$ cat config.mk
export PLATFORM = sky130hd
export DESIGN_NAME = icache_refill
export DESIGN_NICKNAME = d
export VERILOG_FILES = /design/src/icache_cfg_pkg.sv /design/src/icache_mem_pkg.sv /design/src/icache_refill.sv
export SDC_FILE = /design/constraint.sdc
export NUM_CORES = 1
export LEC_CHECK = 0
export ABC_AREA = 1
export BUFFER_PORTS_ARGS = -buffer_cell sky130_fd_sc_hd__buf_2
export CAP_MARGIN = 40
export CORE_MARGIN = 5
export CORE_UTILIZATION = 25
export CTS_BUF_LIST = sky130_fd_sc_hd__clkbuf_4
export DETAILED_ROUTE_END_ITERATION = 16
export PLACE_DENSITY_LB_ADDON = 0.08
export SLEW_MARGIN = 20
export SYNTH_ARGS = -nofsm -noshare
export SYNTH_HDL_FRONTEND = slang
export SYNTH_SLANG_ARGS = --single-unit
$ cat constraint.sdc
create_clock -name i_clk -period 5.15 [get_ports i_clk]
set_clock_uncertainty 0.2 [all_clocks]
set_input_delay 0.515 -clock i_clk [delete_from_list [all_inputs] [get_ports i_clk]]
set_output_delay 0.515 -clock i_clk [all_outputs]
set_load 0.01 [all_outputs]
$ cat src/icache_cfg_pkg.sv
package icache_cfg_pkg;

	// 16 KiB, 4 ways x 128 sets x 8 words
	localparam int WORDS_PER_LINE = 8;
	localparam int WAYS           = 4;
	localparam int SETS           = 128;

	localparam int INDEX_W  = 7;
	localparam int OFFSET_W = 3; // word offset within a line
	localparam int TAG_W    = 20;
	localparam int WAY_W    = 2;

	// one fetch address, seen raw or split into cache fields
	typedef union packed {
		logic [31:0] raw;
		struct packed {
			logic [TAG_W-1:0]    tag;
			logic [INDEX_W-1:0]  index;
			logic [OFFSET_W-1:0] offset;
			logic [1:0]          byte_off;
		} f;
	} addr_u;

endpackage

$ cat src/icache_mem_pkg.sv
package icache_mem_pkg;

	localparam int BURST_BEATS = 8; // one beat per word of the line

	// refill fsm
	localparam logic [1:0] ST_SWEEP = 2'd0;
	localparam logic [1:0] ST_IDLE  = 2'd1;
	localparam logic [1:0] ST_FETCH = 2'd2; // request cycle
	localparam logic [1:0] ST_FILL  = 2'd3; // collecting beats

	localparam int PLRU_W = 3;

endpackage

$ cat src/icache_refill.sv
module icache_refill (
	input  logic                                           i_clk,
	input  logic                                           i_rst,
	input  logic                                           i_miss,
	input  icache_cfg_pkg::addr_u                          i_miss_pa,
	input  logic [icache_cfg_pkg::WAY_W-1:0]               i_victim,
	input  logic                                           i_sweeping,
	input  logic                                           i_mem_rvalid,
	input  logic [31:0]                                    i_mem_rdata,
	input  logic                                           i_mem_rlast,
	output logic                                           o_mem_req,
	output icache_cfg_pkg::addr_u                          o_mem_addr,
	output logic                                           o_busy,
	output logic                                           o_word_valid,
	output logic [31:0]                                    o_word,
	output logic                                           o_lwen,
	output logic [icache_cfg_pkg::WAY_W-1:0]               o_lway,
	output logic [icache_cfg_pkg::INDEX_W-1:0]             o_lset,
	output logic [icache_cfg_pkg::TAG_W-1:0]               o_ltag,
	output logic [icache_cfg_pkg::WORDS_PER_LINE-1:0][31:0] o_line
);

	logic [1:0] state;
	icache_cfg_pkg::addr_u miss_pa;
	logic [icache_cfg_pkg::OFFSET_W-1:0] beat_off;
	logic [icache_cfg_pkg::WORDS_PER_LINE-1:0][31:0] line_buf;
	logic beat;

	assign beat = i_mem_rvalid && (state == icache_mem_pkg::ST_FILL);

	always_ff @(posedge i_clk) begin
		if (i_rst) begin
			state     <= icache_mem_pkg::ST_SWEEP;
			o_mem_req <= 1'b0;
			o_lwen    <= 1'b0;
		end else begin
			o_mem_req <= 1'b0;
			o_lwen    <= beat && i_mem_rlast; // whole line goes in next cycle
			case (state)
				icache_mem_pkg::ST_SWEEP: begin
					if (!i_sweeping)
						state <= icache_mem_pkg::ST_IDLE;
				end
				icache_mem_pkg::ST_IDLE: begin
					if (i_miss) begin
						state     <= icache_mem_pkg::ST_FETCH;
						o_mem_req <= 1'b1;
					end
				end
				icache_mem_pkg::ST_FETCH: state <= icache_mem_pkg::ST_FILL;
				default: begin
					if (beat && i_mem_rlast)
						state <= icache_mem_pkg::ST_IDLE;
				end
			endcase
		end
	end

	// miss context and wrapping fill position
	always_ff @(posedge i_clk) begin
		if (state == icache_mem_pkg::ST_IDLE && i_miss) begin
			miss_pa  <= i_miss_pa;
			o_lway   <= i_victim;
			beat_off <= i_miss_pa.f.offset; // burst starts at the missed word
		end else if (beat) begin
			line_buf[beat_off] <= i_mem_rdata;
			beat_off <= icache_cfg_pkg::OFFSET_W'((beat_off + 1) % icache_mem_pkg::BURST_BEATS);
		end
	end

	// sweep stall ends as soon as the tag store is done
	assign o_busy = (state == icache_mem_pkg::ST_SWEEP && i_sweeping) ||
		state == icache_mem_pkg::ST_FETCH || state == icache_mem_pkg::ST_FILL;

	assign o_word_valid = beat && (beat_off == miss_pa.f.offset);
	assign o_word       = i_mem_rdata;

	always_comb begin
		o_mem_addr            = miss_pa;
		o_mem_addr.f.byte_off = 2'b00;
	end

	assign o_lset = miss_pa.f.index;
	assign o_ltag = miss_pa.f.tag;
	assign o_line = line_buf;

endmodule

==> results.yml, run 1 <==
status:
  status: "finished, final reports clean"
global_routing:
  grt_pass1_vias: 6371
  grt_util_all_layers_pct: 13.08
  grt_overflow_total: 0
  grt_max_degree: 39
  antenna_found_initial: 1
  grt_pass1_wl_um: 40830
detailed_routing:
  maxUsedRoutingLayer: "met4"
  drt_wl_total_um: 29040
  dr.pass1.iters: 6
  wl_met3_um: 3008
  vias: 5809
  vias_per_cell: 3.834
  wl_per_cell_um: 19.17
  wl_met2_um: 14450
  drc: 0
  drtIter0Drc: 183
  wl_met1_um: 11190
  ant_nets: 0
worst_hold_path:
  min_path_type: "input port to flop"
  hold-path-cell-count: 3
worst_setup_path:
  reg2reg_to: "o_line[84]$_DFFE_PP_"
  worst-r2r-cell-count: 8
  worst_ep_required_time_ps: 5280
  crit_type: "flop to flop"
  path_max_fanout: 38
  cp.arrival_ps: 2980
  worstSetupStartpoint: "state[1]$_SDFFE_PP0P_"
  crit_path_end: "o_line[84]$_DFFE_PP_"
  r2r-start: "state[1]$_SDFFE_PP0P_"
  rrSetupSlack_ps: 2300
  start_kind: "flop"
  end_kind: "flop"
timing:
  tightest_slew_ps: 548.7
  max_freq_mhz: 350.6
  tns_ps: 0
  period_share_pct: 55.38
  hold_viol: 0
  min_period_ps: 2852
  rsz0062_at_grt: "false"
  setup_viol: 0
  slew_violations: 0
  max_slew_margin_pct: 63.33
logic_synthesis:
  synth.most_common_cell: "edfxtp_1"
  ys_warn_count: 0
  synthFlopType: "edfxtp_1"
  netlist_area_mm2: 0.009630
  seq_area_frac_synth_pct: 91.57
  yosysUniqueCellTypes: 21
  yosys_register_bits: 295
  synthTopCellsByArea: "edfxtp_1 91%, buf_4 4.8%, dfxtp_1 0.83%"
  synth_area_leader_cell: "edfxtp_1"
  yosysTopAreaCellShare_pct: 90.74
  synthArstFlopShare_pct: 0
  synth_area_per_cell_um2: 22.82
  synthCells: 422
  synth_commonest_cells: "291 x edfxtp_1, 61 x buf_4, 16 x nand2_1"
  synth_edf_count: 291
clock_tree:
  cts_buffers: 80
  insertion_delay_ps: 700
  clk_pin_slew_worst_paths_ps: 70
  post_cts_resized: 0
  clockBufferDepth: 3
  clock-sinks: 295
  h-tree-depth: 3
  root_buffer: "clkbuf_4"
  cts_tree: "yes"
  cts_setup_buffers: 0
power:
  combPwrFrac_pct: 8.3
  ir_drop_mv: 0.1727
  power.switching_mw: 1.223
  p_per_area_mw_per_mm2: 382.6
  p_int_mw: 4.095
  p_leak_nw: 5.499
  power_frac_clock_pct: 39.7
  power_frac_seq_pct: 52.0
  netSwitchingFraction_pct: 22.99
  p_total_mw: 5.317
floorplan:
  coreArea_mm2: 0.03784
  die_y_um: 206.3
  rows: 71
  boundaryPins: 425
  start_util_pct: 25.45
  dieArea_mm2: 0.04255
  die_w_um: 206.3
job:
  maxCapViolCount: 0
placement:
  portBuffers: 420
  post-dp-hpwl_um: 20030
  gp_congestion: 0.7460
cells_and_area:
  area_growth_pct: 44.32
  nNetsFinal: 1024
  fill_cells: 3682
  drive_gt1_share_pct: 57.53
==> layer usage <==
metal | vias up | track usage [%]
met5 | - | 0
met4 | 0 | 4.349
met3 | 37 | 5.994
met2 | 320 | 21.82
met1 | 2813 | 14.97
li1 | 2639 | -
==> how the worst min path moves through the flow <==
stage	slack, ps	endpoint	from
floorplan	300	state[1]$_SDFFE_PP0P_	state[1]$_SDFFE_PP0P_
global placement	320	state[0]$_SDFFE_PP0P_	state[0]$_SDFFE_PP0P_
detailed placement	350	state[1]$_SDFFE_PP0P_	state[1]$_SDFFE_PP0P_
CTS	20	beat_off[2]$_DFFE_PP_	i_mem_rvalid
global route	50	beat_off[2]$_DFFE_PP_	i_mem_rvalid
finish	140	beat_off[1]$_DFFE_PP_	i_mem_rvalid
==> state kept, by name (all words and copies together), names as in the netlist <==
name,cells
o_lway,2
state,2
o_lwen,1
miss_pa,30
o_mem_req,1
beat_off,3
o_line,256
==> cells in the final DEF (no fill, tap or decap), drive strengths merged <==
cell type,instances
or2,1
nand3,5
dfxtp,4
clkbuf,117
buf,431
nand2,19
bufinv,3
ha,5
xnor2,3
nand4,1
diode,1
a21oi,2
inv,11
nor2,17
edfxtp,291
dlygate4sd3,72
clkinvlp,3
conb,2
o21ai,2
clkinv,14
==> logic make-up after synthesis <==
group | count (synthesis) | synth area share, %
compound gates | 4 | 0.2468
other cells | 1 | 0.03894
flops | 295 | 91.57
buf+inv | 71 | 5.171
simple gates | 43 | 2.053
xor+xnor | 3 | 0.2729
fa+ha+maj | 5 | 0.6496
==> worst max-delay path, stage by stage, from the launching register on <==
cell and delay (ps):
dfxtp_1 390, inv_1 90, ha_1 230, nand2_2 170, inv_4 200, nor2_4 130, nand2_2 150, nor2_4 430
buf_4 460
==> cell type report <==
type	count	area, µm²	share of cell area (%)
Multi-Input combinational cell	57	377.9	2.719
Antenna cell	1	2.502	0.01801
Clock inverter	21	176.4	1.269
Timing Repair Buffer	503	2965	21.34
Inverter	10	40.04	0.2881
Clock buffer	117	878.3	6.320
Sequential cell	295	8818	63.45
Tap cell	511	639.4	4.600
==> power groups by stage <==
| stage | Combinational (mW) | Clock [mW] | Sequential (mW) |
|---|---|---|---|
| 2_1_floorplan | 0.210 | 0 | 2.84 |
| 3_3_place_gp | 0.383 | 0 | 2.81 |
| 4_1_cts | 0.449 | 2.22 | 2.76 |
| 5_1_grt | 0.483 | 2.36 | 2.77 |
| 3_5_place_dp | 0.395 | 0 | 2.81 |
| 6_report | 0.442 | 2.11 | 2.76 |
==> through the flow <==
step	hold slack (ps)	setup WS (ps)	instance area (µm²)	utilization, %	cells
5_1_grt	50.20	2073	13900	36.73	1515
3_5_place_dp	352.1	2132	12090	31.95	1303
2_1_floorplan	303.3	2096	9634	-	423
4_1_cts	16.48	2094	13870	36.65	1513
3_3_place_gp	324.5	2259	12040	31.81	1301
6_report	143.0	2298	13900	36.73	1515
==> timing repair <==
| item | in CTS | in global routing |
|---|---|---|
| endpoints found under the setup margin | 0 | 0 |
| hold buffers | 72 | 0 |
| hold endpoints to repair | 295 | 0 |
Power figures use the tool's default switching activity.
==> inputs of run 2 (changes only) <==
clock period = 2.35 ns   (was 5.15 ns; I/O delays follow)
==> results.yml, run 2 (synthesized netlist as in run 1, its figures left out) <==
status:
  status: "finished, final reports clean"
power:
  p_per_area_mw_per_mm2: 802.2
  p_leak_nw: 5.653
  ir_drop_mv: 0.3234
  p_total_mw: 11.46
worst_hold_path:
  hold_end: "o_line[250]$_DFFE_PP_"
  hp-start: "i_mem_rdata[26]"
  min_path_type: "input port to flop"
  hold-path-cell-count: 2
timing:
  min_period_ps: 2169
  period_share_pct: 92.28
  rsz0062_at_grt: "false"
  hold_viol: 0
  hold-worst-slack_ps: 158.3
  max_freq_mhz: 461.1
  slew_violations: 0
  setup_viol: 0
worst_setup_path:
  worst_ep_required_time_ps: 1910
  rrSetupSlack_ps: 230
  path_max_fanout: 5
  crit_type: "flop to primary output"
  end_kind: "primary output"
  reg2reg_to: "o_line[87]$_DFFE_PP_"
  r2r-start: "state[1]$_SDFFE_PP0P_"
  start_kind: "flop"
  cp.arrival_ps: 1730
  worst-r2r-cell-count: 8
detailed_routing:
  dr.pass1.iters: 4
  drc: 0
  drt_wl_total_um: 29760
  vias_per_cell: 3.873
  vias: 6027
  drtIter0Drc: 225
  wl_per_cell_um: 19.12
  ant_nets: 0
global_routing:
  grt_overflow_total: 0
  antenna_found_initial: 1
  grt_pass1_vias: 6431
  grt_pass1_wl_um: 41420
  grt_max_degree: 38
  grt_util_all_layers_pct: 13.40
clock_tree:
  cts_tree: "yes"
  insertion_delay_ps: 700
  clockBufferDepth: 3
  clock-sinks: 295
  cts_setup_buffers: 0
  clk_pin_slew_worst_paths_ps: 60
  root_buffer: "clkbuf_4"
  cts_buffers: 83
  h-tree-depth: 3
cells_and_area:
  fill_cells: 3614
  area_growth_pct: 48.32
  layout_common_cells: "420 x buf_2, 291 x edfxtp_1, 123 x clkbuf_4, 104 x dlygate4sd3_1, 18 x clkinv_1"
  largest_register_ff_count: 256
  fin_area_mm2: 0.01428
  fin_cells: 1556
  layout_commonest_cell: "buf_2"
  drive_gt1_share_pct: 55.46
  nNetsFinal: 1063
floorplan:
  rows: 71
  die_y_um: 206.3
  start_util_pct: 25.45
  dieArea_mm2: 0.04255
  boundaryPins: 425
  coreArea_mm2: 0.03784
  die_w_um: 206.3
placement:
  placed_cell_area_mm2: 0.01224
  place_inst: 1308
  post-dp-hpwl_um: 19980
  gp_congestion: 0.7067
  portBuffers: 420
job:
  maxCapViolCount: 0
run 2: cell types whose count changed in the layout (fill, tap and decap cells not counted), sizes merged:
cell / delta
dlygate4sd3: +32
clkbuf: +6
clkinv: +5
buf: +4
bufinv: -3
clkinvlp: -3
run 2: how the worst max path moves through the flow:
stage / cells past startpoint / from / endpoint / slack (ps)
after global routing: 4 / beat_off[0]$_DFFE_PP_ / o_word_valid / 30
after detailed placement: 8 / state[1]$_SDFFE_PP0P_ / o_line[23]$_DFFE_PP_ / 270
after global placement: 8 / state[1]$_SDFFE_PP0P_ / o_line[24]$_DFFE_PP_ / 310
after CTS: 5 / beat_off[2]$_DFFE_PP_ / o_word_valid / 50
after floorplan: 7 / state[1]$_SDFFE_PP0P_ / o_line[0]$_DFFE_PP_ / -200
final: 4 / beat_off[0]$_DFFE_PP_ / o_word_valid / 180
run 2: what timing repair did:
action / 4_1_cts / 5_1_grt
hold buffers: 104 / 0
hold endpoints to repair: 299 / 0
setup endpoints to repair: 0 / 0
resized for setup: 0 / 0
run 2: layout make-up:
class,count,area (µm²),area share (%)
well taps,511,639.4,4.476
clock inverters,20,76.32,0.5343
repair buffers,539,3406,23.84
multi-input cells,57,377.9,2.645
diodes,1,2.502,0.01752
inverters,10,40.04,0.2803
clock buffers,123,923.4,6.465
flip-flops and latches,295,8818,61.74
run 2: per-stage QoR:
step / setup WS (ps) / utilization [%] / TNS (ps)
floorplan: -195.2 / - / -34860
global placement: 311.6 / 32.34 / 0
detailed placement: 269.6 / 32.34 / 0
CTS: 54.08 / 37.74 / 0
global route: 29.36 / 37.74 / 0
finish: 181.5 / 37.74 / 0
run 2: power by group:
part | total (mW) | switching, mW | internal (mW)
clock network | 4.38 | 2.01 | 2.37
registers | 6.07 | 0.0883 | 5.98
logic | 1.01 | 0.589 | 0.424
total | 11.5 | 2.68 | 8.77
run 2: critical path, cell delays in order, from the launching register on:
cell      delay, ps
edfxtp_1        500
xnor2_1         190
nand4_1         100
nor2_1          100
buf_2           140
run 2: routing by layer:
layer	wire [µm]	GRT usage, %
met5	0	0
met4	653	5.822
met3	3238	5.649
met2	14630	22.30
met1	11240	15.11
